File: src/hdl/core_params.svh
`ifndef CORE_PARAMS_SVH
`define CORE_PARAMS_SVH

// Data path and instruction width
`define XLEN 32

// Architectural registers, x0 hardwired to zero
`define REG_COUNT 32

// Data RAM depth in words, indexed by address bits 7:2
`define DMEM_WORDS 64

`endif

File: src/hdl/isa_pkg.sv
package isa_pkg;

	typedef enum logic [6:0] {
		OP_R      = 7'b0110011,
		OP_R_I    = 7'b0010011,
		OP_LUI    = 7'b0110111,
		OP_LOAD   = 7'b0000011,
		OP_STORE  = 7'b0100011,
		OP_BRANCH = 7'b1100011
	} opcode_e;

	// ALU and immediate-ALU funct3
	localparam logic [2:0] F3_ADD  = 3'b000;
	localparam logic [2:0] F3_SLL  = 3'b001;
	localparam logic [2:0] F3_SLT  = 3'b010;
	localparam logic [2:0] F3_SLTU = 3'b011;
	localparam logic [2:0] F3_XOR  = 3'b100;
	localparam logic [2:0] F3_SR   = 3'b101;
	localparam logic [2:0] F3_OR   = 3'b110;
	localparam logic [2:0] F3_AND  = 3'b111;

	localparam logic [6:0] F7_BASE = 7'b0000000;
	localparam logic [6:0] F7_ALT  = 7'b0100000;

	typedef enum logic [3:0] {
		ALU_ADD    = 4'b0000,
		ALU_SLT    = 4'b0001,
		ALU_SLTU   = 4'b0010,
		ALU_AND    = 4'b0011,
		ALU_OR     = 4'b0100,
		ALU_XOR    = 4'b0101,
		ALU_SLL    = 4'b0110,
		ALU_SRL    = 4'b0111,
		ALU_SUB    = 4'b1000,
		ALU_SRA    = 4'b1001,
		ALU_PASS_B = 4'b1010
	} alu_op_e;

	// Same values as the branch funct3
	typedef enum logic [2:0] {
		BR_EQ  = 3'b000,
		BR_NE  = 3'b001,
		BR_LT  = 3'b100,
		BR_GE  = 3'b101,
		BR_LTU = 3'b110,
		BR_GEU = 3'b111
	} br_cond_e;

	typedef enum logic [1:0] {
		MEM_FULL = 2'b00,
		MEM_HALF = 2'b01,
		MEM_BYTE = 2'b10
	} mem_size_e;

	typedef struct packed {
		logic [6:0] funct7;
		logic [4:0] rs2;
		logic [4:0] rs1;
		logic [2:0] funct3;
		logic [4:0] rd;
		opcode_e    opcode;
	} r_fmt_t;

	typedef struct packed {
		logic [11:0] imm;
		logic [4:0]  rs1;
		logic [2:0]  funct3;
		logic [4:0]  rd;
		opcode_e     opcode;
	} i_fmt_t;

	typedef struct packed {
		logic [6:0] imm_hi;
		logic [4:0] rs2;
		logic [4:0] rs1;
		logic [2:0] funct3;
		logic [4:0] imm_lo;
		opcode_e    opcode;
	} s_fmt_t;

	typedef struct packed {
		logic       imm_12;
		logic [5:0] imm_10_5;
		logic [4:0] rs2;
		logic [4:0] rs1;
		logic [2:0] funct3;
		logic [3:0] imm_4_1;
		logic       imm_11;
		opcode_e    opcode;
	} b_fmt_t;

	typedef struct packed {
		logic [19:0] imm;
		logic [4:0]  rd;
		opcode_e     opcode;
	} u_fmt_t;

	typedef union packed {
		r_fmt_t r;
		i_fmt_t i;
		s_fmt_t s;
		b_fmt_t b;
		u_fmt_t u;
	} instr_u;

endpackage

File: src/hdl/pipe_pkg.sv
package pipe_pkg;

	`include "core_params.svh"

	typedef struct packed {
		isa_pkg::alu_op_e   alu_op;
		logic               use_imm;
		logic               reg_we;
		logic               mem_re;
		logic               mem_we;
		isa_pkg::mem_size_e mem_size;
		logic               mem_signed;
		logic               is_branch;
		isa_pkg::br_cond_e  br_cond;
		logic               illegal;
	} ctrl_t;

	// Decode to execute
	typedef struct packed {
		logic                           valid;
		ctrl_t                          ctrl;
		logic [$clog2(`REG_COUNT)-1:0]  rd;
		logic [`XLEN-1:0]               a;
		logic [`XLEN-1:0]               b;
		logic [`XLEN-1:0]               sd;
	} ex_req_t;

	// Execute to memory, result doubles as the address
	typedef struct packed {
		logic                           valid;
		ctrl_t                          ctrl;
		logic [$clog2(`REG_COUNT)-1:0]  rd;
		logic [`XLEN-1:0]               result;
		logic [`XLEN-1:0]               sd;
		logic                           br_taken;
	} mem_req_t;

	// Retire record, also used for forwarding
	typedef struct packed {
		logic                           valid;
		logic                           reg_we;
		logic [$clog2(`REG_COUNT)-1:0]  rd;
		logic [`XLEN-1:0]               data;
		logic                           is_branch;
		logic                           br_taken;
		logic                           illegal;
	} wb_t;

endpackage

File: src/hdl/mem_stage.sv
`timescale 1ns/1ps

`include "core_params.svh"

module mem_stage (
	input  logic               clk,
	input  logic               rst,
	input  pipe_pkg::mem_req_t mem_req,
	output pipe_pkg::wb_t      wb,
	output pipe_pkg::wb_t      mem_fwd
);

	logic [`XLEN-1:0]               ram [`DMEM_WORDS];
	logic [$clog2(`DMEM_WORDS)-1:0] idx;
	logic [1:0]                     lane;
	logic [`XLEN-1:0]               rword;
	logic [15:0]                    rhalf;
	logic [7:0]                     rbyte;
	logic [`XLEN-1:0]               load;
	logic [`XLEN/8-1:0]             be;
	logic [`XLEN-1:0]               wdata;
	pipe_pkg::wb_t                  wb_nxt;

	assign idx  = mem_req.result[$clog2(`DMEM_WORDS)+1:2];
	assign lane = mem_req.result[1:0];

	// Replicate store data so every lane sees it
	always_comb begin
		case (mem_req.ctrl.mem_size)
			isa_pkg::MEM_HALF: begin
				be    = lane[1] ? 4'b1100 : 4'b0011;
				wdata = {2{mem_req.sd[15:0]}};
			end
			isa_pkg::MEM_BYTE: begin
				be    = 4'b0001 << lane;
				wdata = {4{mem_req.sd[7:0]}};
			end
			default: begin
				be    = 4'b1111;
				wdata = mem_req.sd;
			end
		endcase
	end

	always_ff @(posedge clk) begin
		if (rst) begin
			for (int i = 0; i < `DMEM_WORDS; i++) begin
				ram[i] <= '0;
			end
		end else if (mem_req.valid && mem_req.ctrl.mem_we) begin
			for (int k = 0; k < `XLEN/8; k++) begin
				if (be[k]) ram[idx][8*k +: 8] <= wdata[8*k +: 8];
			end
		end
	end

	assign rword = ram[idx];
	assign rhalf = lane[1] ? rword[31:16] : rword[15:0];
	assign rbyte = rword[8*lane +: 8];

	always_comb begin
		case (mem_req.ctrl.mem_size)
			isa_pkg::MEM_HALF:
				load = {{(`XLEN-16){mem_req.ctrl.mem_signed && rhalf[15]}}, rhalf};
			isa_pkg::MEM_BYTE:
				load = {{(`XLEN-8){mem_req.ctrl.mem_signed && rbyte[7]}}, rbyte};
			default:
				load = rword;
		endcase
	end

	always_comb begin
		wb_nxt.valid     = mem_req.valid;
		wb_nxt.reg_we    = mem_req.ctrl.reg_we;
		wb_nxt.rd        = mem_req.rd;
		wb_nxt.data      = mem_req.ctrl.mem_re ? load : mem_req.result;
		wb_nxt.is_branch = mem_req.ctrl.is_branch;
		wb_nxt.br_taken  = mem_req.br_taken;
		wb_nxt.illegal   = mem_req.ctrl.illegal;
	end

	assign mem_fwd = wb_nxt;

	always_ff @(posedge clk) begin
		wb <= wb_nxt;
		if (rst) begin
			wb.valid <= 1'b0;
		end
	end

endmodule

File: config.mk
export PLATFORM = sky130hd
export DESIGN_NAME = mem_stage
export DESIGN_NICKNAME = d
export VERILOG_FILES = /design/src/hdl/isa_pkg.sv /design/src/hdl/pipe_pkg.sv /design/src/hdl/mem_stage.sv
export VERILOG_INCLUDE_DIRS = /design/src /design/src/hdl
export SDC_FILE = /design/constraint.sdc
export NUM_CORES = 2
export LEC_CHECK = 0
export BUFFER_PORTS_ARGS = -buffer_cell sky130_fd_sc_hd__buf_2
export CAP_MARGIN = 15
export CELL_PAD_IN_SITES_DETAIL_PLACEMENT = 0
export CELL_PAD_IN_SITES_GLOBAL_PLACEMENT = 1
export CORE_UTILIZATION = 29
export DETAILED_ROUTE_END_ITERATION = 7
export PLACE_DENSITY = 0.5
export SLEW_MARGIN = 20
export SYNTH_ARGS = -nofsm -noshare
export SYNTH_HDL_FRONTEND = slang
export SYNTH_SLANG_ARGS = --single-unit
export TNS_END_PERCENT = 10
File: constraint.sdc
create_clock -name clk -period 3.17 [get_ports clk]
set_input_delay 0.317 -clock clk [delete_from_list [all_inputs] [get_ports clk]]
set_output_delay 0.317 -clock clk [all_outputs]
set_load 0.01 [all_outputs]
# Yosys cells after proc, flatten, opt, wreduce, memory -nomap -nowiden
# Memories as Yosys holds them, arrays and structs flattened.
# Cells that the tools add are included.
# Widths: inputs -> output; s select.
word_totals:
  ff_bits: 42
  mem_bits_rw: 2048
  output_inout_bits: 84
  wordCells: 43
  mem_count: 1
memory_table:
  columns: ["memory", "depth", "width", "read_ports", "rd_ports_with_merged_regs", "wr", "line_no", "rtl"]
  rows:
  - ["ram", 64, 32, 1, 0, 64, "mem_stage.sv:13", "logic [`XLEN-1:0] ram [`DMEM_WORDS];"]
classes:
  n_eq_ne: 2
  shift: 2
  mux: 27
  n_reduce_logical: 4
ops:
  columns: ["cell", "count"]
  rows:
  - ["$pmux 32 s2", 2]
  - ["$mux 32", 2]
  - ["$reduce_or 32->1", 1]
  - ["$shiftx 32x6->8", 1]
  - ["$mux 1", 18]
  - ["$mux 16", 1]
  - ["$mux 4", 2]
  - ["$pmux 4 s2", 1]
  - ["$mux 6", 1]
  - ["$shl 1x2->4 const A", 1]
  - ["$logic_and 1x1->1", 3]
  - ["$eq 2x1->1 const B", 1]
  - ["$eq 2x2->1 const B", 1]

# Longest topological paths before layout
depth:
  depth_word: 8
  depth_mapped: 15
  ltp_nobuf: 8

# Worst setup path before layout
# Ideal clock, no wire load.
synth_path:
  kind: "in2out"
  startpoint: "input port mem_req[37] in the netlist's numbering"
  endpoint: "output port mem_fwd[5] in the netlist's numbering"
  t_arrival_ns: 2.530
  required_ns: 2.853
  setup_slack_ns: 0.323
  path_stages: 13
  n_path_buf: 5
  path_cell_list: "buf_6 buf_8 buf_6 buf_6 buf_6 mux2_4 a221o_1 a22oi_1 o22ai_1 nor4_2 nor3_1 nor4_1 a21oi_1"
synth_rtl:
  columns: ["item", "line_no", "rtl"]
  rows:
  - ["start, declared", "mem_stage.sv:8", "input pipe_pkg::mem_req_t mem_req,"]
  - ["end, declared", "mem_stage.sv:10", "output pipe_pkg::wb_t mem_fwd"]

==> results.txt <==
The overall fraction of global-route tracks in use came out at 0.260. In this run the critical register-to-register path is captured at wb[14]. The count of nets left with antenna violations after detail routing is 0. The flip-flop and latch count after synthesis came out at ~2100. The net switching share of the total power is 0.261. The library cells used most frequently in the layout, excluding fill and tap cells, are edfxtp_1 (2048), nor2_1 (1692), buf_4 (1159).

After clock tree synthesis, the clock-pin slew on the worst setup and hold paths is 0.06 ns. The first-pass iteration count of the detailed router is 8. The post-synthesis cell type count is 97. The actual slew at the worst max-slew pin came out at 0.936 ns. The max-cap violation count is 0.

The die outline area is about 320000 µm². The final reports fail on negative setup slack. In this design, the stage delay of the slowest critical-path cell is roughly 0.44 ns. The flow ran to the end, but the final reports show violations. The minimum setup slack among reg-to-reg paths is -0.20 ns. The post-synthesis instance area is slightly above 90000 µm². The first global-routing pass estimated 584 mm of wire. The number of enable flip-flop cells after synthesis is between 2000 and 2500.

The final routed wire length divided by cell count is between 30 and 40 µm. For this configuration, the core starts out at a cell density of 0.292. Clock tree synthesis selected as its root buffer the cell clkbuf_16. By startpoint and endpoint, the worst setup path is classified as reg2out. Among cell families on the critical path, the largest total delay comes from compound AO/OA/AOI/OAI gates. The cell area power density is 576 nW/µm². The critical register-to-register path startpoint is ram[21][7]. The register area share after synthesis came out at 0.669.

Counting cells, the worst reg-to-reg path comes to 11. The number of antenna violations at the first check in global routing is 21. Of the available clock period, the critical path in the final layout requires 1.40. The number of remaining DRC errors came out at 0. The number of max-slew violations in the final report came out at 0. The number of nets in the synthesized netlist came out at about 7400. After detailed routing, the wire length on met1 is between 150 and 200 mm. The worst path buffer plus inverter count is 3. Of the cells placed in the final design, the portion with a size suffix greater than 1 is 0.280. The net switching power is 18.3 mW.

The library cell used most frequently in the layout, excluding fill and tap cells, is edfxtp_1. The HPWL after detailed placement is roughly 310 mm. During placement, the flow inserted port buffers numbering 164. The initial detailed-routing violation count is 8187. The reported leakage power is between 40 and 50 nW. The post-synthesis average cell area is between 10 and 15 µm². The kind of end point of the critical path is an output pin.

The final setup violation count is 38. The yosys synthesis warning count came out at 0. The worst setup timing slack at the placement stage came out at -2.22 ns. The maximum clock skew at final layout is 0.0798 ns. The final wirelength is approximately 430 mm. The internal power of the cells came out at around 52 mW. The achievable clock frequency came out at 0.225 GHz. TritonCTS built the clock tree. The number of hold violations in the final report was 0. The count of vias placed by the detailed router is around 70000. STA puts the critical path data required time at approximately 2.9 ns.

The slowest stage of the critical path belongs to the cell a222oi_1. Synthesis produced a netlist whose cell count is about 7300. Buffers inserted during clock tree synthesis total roughly 240. No sink is reached through more buffers than the 4 on the longest clock path. The data arrival at the endpoint of the critical path is approximately 4.1 ns. The critical path goes through mux2_4, a221o_1, a222oi_1, a2bb2oi_1, and4_4, a221oi_2, buf_4, o31a_1, o22a_1, buf_12, buf_6. For this design the top-level I/O count stands at about 170. The routability congestion estimate from global placement came out at slightly below 1. From left edge to right edge, the die measures 569 µm.

With fillers left out, the area of the finished cells amounts to around 120000 µm². Along the worst hold path, the cell count comes to 5. The number of global-route vias before repair was approximately 69000.

The sink count of the clock tree came out at between 2000 and 2500. The hold path startpoint is mem_req[11]. The headroom to the max-slew limit came out at 0.374. The worst path in the final design needs a cycle of ~4.4 ns, including I/O delays and setup.

Setup repair after global routing could not meet its margin everywhere. Of all cell types, the one taking the most synthesized area is edfxtp_1. The worst setup path is launched from a flop.

Among all flip-flop cells after synthesis, the most frequent one is edfxtp_1. The y dimension of the die is about 570 µm. The highest fanout seen on the critical path is 6.

The met2 routed wirelength came out at approximately 200 mm. The uppermost metal layer occupied by signal nets is met5. The length of routed met3 wiring is about 30 mm. The maximum VDD drop is around 500 µV. The class of the worst hold path is in2reg.

Of the total power, combinational logic draws 0.126. The end point of the most critical hold path is ram[58][10]. The area growth from synthesis to layout is 30.5%.

The clock latency reported for the late side of the worst-skew pair is 0.96 ns. The number of nets at the end of the flow is around 8700. The final worst slack is -1.28 ns. The proportion of register bits with asynchronous set or reset after synthesis is 0.

In the post-synthesis netlist, the biggest area contributors are edfxtp_1 (66%), nor2_1 (6.8%), and2_1 (3.5%). The sequential share of power came out at 0.460. The overall overflow remaining after global route is 0. The ratio of routed vias to standard cells is roughly 5.3. The total number of H-tree levels came out at 4. The placement row count is 207. The relative contribution of the clock network to total power came out at 0.414. The placeable core region is ~320000 µm². After detailed placement, the total cell area comes to about 110000 µm². The top-area cell type share of the netlist area is 0.660. The pin count of the biggest net entering global routing is between 100 and 150.
-- logic make-up (layout without fill, tap and decap cells) --
kind of cell               after synthesis  after routing  synth area share
AOI/OAI and AO/OA                     1107           1107            0.0898
DFF                                   2090           2090             0.669
and+or+nand+nor                       3069           3069             0.155
other                                    0              9                 0
adders and majority gates                2              2          0.000268
muxes                                  382            382            0.0547
buffers and inverters                  609           2174            0.0315
-- layer usage --
metal | track usage | vias to the layer above
li1 | - | 29700
met1 | 0.349 | 36300
met2 | 0.412 | 3117
met3 | 0.0361 | 658
met4 | 0.123 | 16
met5 | 0 | -
-- flip-flops by register name (all words and copies together), names as in the netlist --
signal,cells
wb,42
ram,2048
-- synth_stat cells, drive strengths merged (42+ instances only) --
| cell type | n |
|---|---|
| a221oi | 120 |
| buf | 272 |
| o21ai | 77 |
| or2 | 69 |
| edfxtp | 2048 |
| a221o | 71 |
| mux2 | 132 |
| nor2 | 1697 |
| nand2 | 293 |
| mux2i | 163 |
| a31oi | 50 |
| a21oi | 131 |
| and2 | 518 |
| nor3 | 81 |
| mux4 | 87 |
| o22ai | 64 |
| a22oi | 308 |
| clkbuf | 323 |
| a22o | 72 |
| dfxtp | 42 |
| nand2b | 203 |
-- through the flow --
stage / utilization / setup TNS (ns) / hold slack, ns / total power, mW / std cells
after detailed placement: 0.352 / -169.39 / 0.432 / 41.3 / 12600
after CTS: 0.381 / -39.02 / 0.00633 / 70.3 / 13100
after global placement: 0.352 / -155.55 / 0.428 / 41.3 / 12600
after floorplan: - / 0 / 0.345 / 35.8 / 7259
after global routing: 0.382 / -38.04 / 0.0122 / 71.7 / 13100
final: 0.382 / -38.00 / 0.0633 / 70.0 / 13100
-- timing repair --
item	4_1_cts	5_1_grt
hold endpoints to repair	207	0
gates resized for setup	97	44
pin swaps	37	9
hold buffers	58	0
gates cloned	1	0
endpoints found under the setup margin	62	49
buffers inserted	13	4
-- worst reg2reg max path: cells and delay by family (launching register included) --
kind | cells | cell delay [ns]
AO/OA/AOI/OAI | 6 | 1.61
buffers and inverters | 3 | 0.53
flip-flops | 1 | 0.43
AND/OR/NAND/NOR | 1 | 0.35
multiplexers | 1 | 0.31
-- power groups by stage --
stage / Sequential (mW) / Combinational, mW / Clock [mW]
floorplan: 32.5 / 3.26 / 0
global placement: 32.8 / 8.49 / 0
detailed placement: 32.8 / 8.48 / 0
CTS: 32.2 / 8.71 / 29.4
global route: 32.3 / 9.01 / 30.3
finish: 32.2 / 8.81 / 29.0
-- worst max path at each step --
| stage | slack, ns | from | cells past startpoint | end |
|---|---|---|---|---|
| after floorplan | 0.32 | mem_req[37] | 13 | mem_fwd[5] |
| after global placement | -2.22 | mem_req[37] | 16 | mem_fwd[9] |
| after detailed placement | -2.22 | mem_req[37] | 16 | mem_fwd[9] |
| after CTS | -1.31 | ram[21][7] | 12 | mem_fwd[21] |
| after global routing | -1.32 | ram[21][7] | 11 | mem_fwd[14] |
| final | -1.28 | ram[21][7] | 11 | mem_fwd[14] |
-- area by class of cell --
class | count | area, µm²
repair buffers | 1713 | 16800
clock inverters | 149 | 1630
inverters | 14 | 63.8
clock buffers | 298 | 6440
multi-input cells | 4560 | 29000
well taps | 4284 | 5360
flip-flops and latches | 2090 | 62300
fillers | 30600 | 197000
diodes | 9 | 22.5
Power figures use the tool's default switching activity.
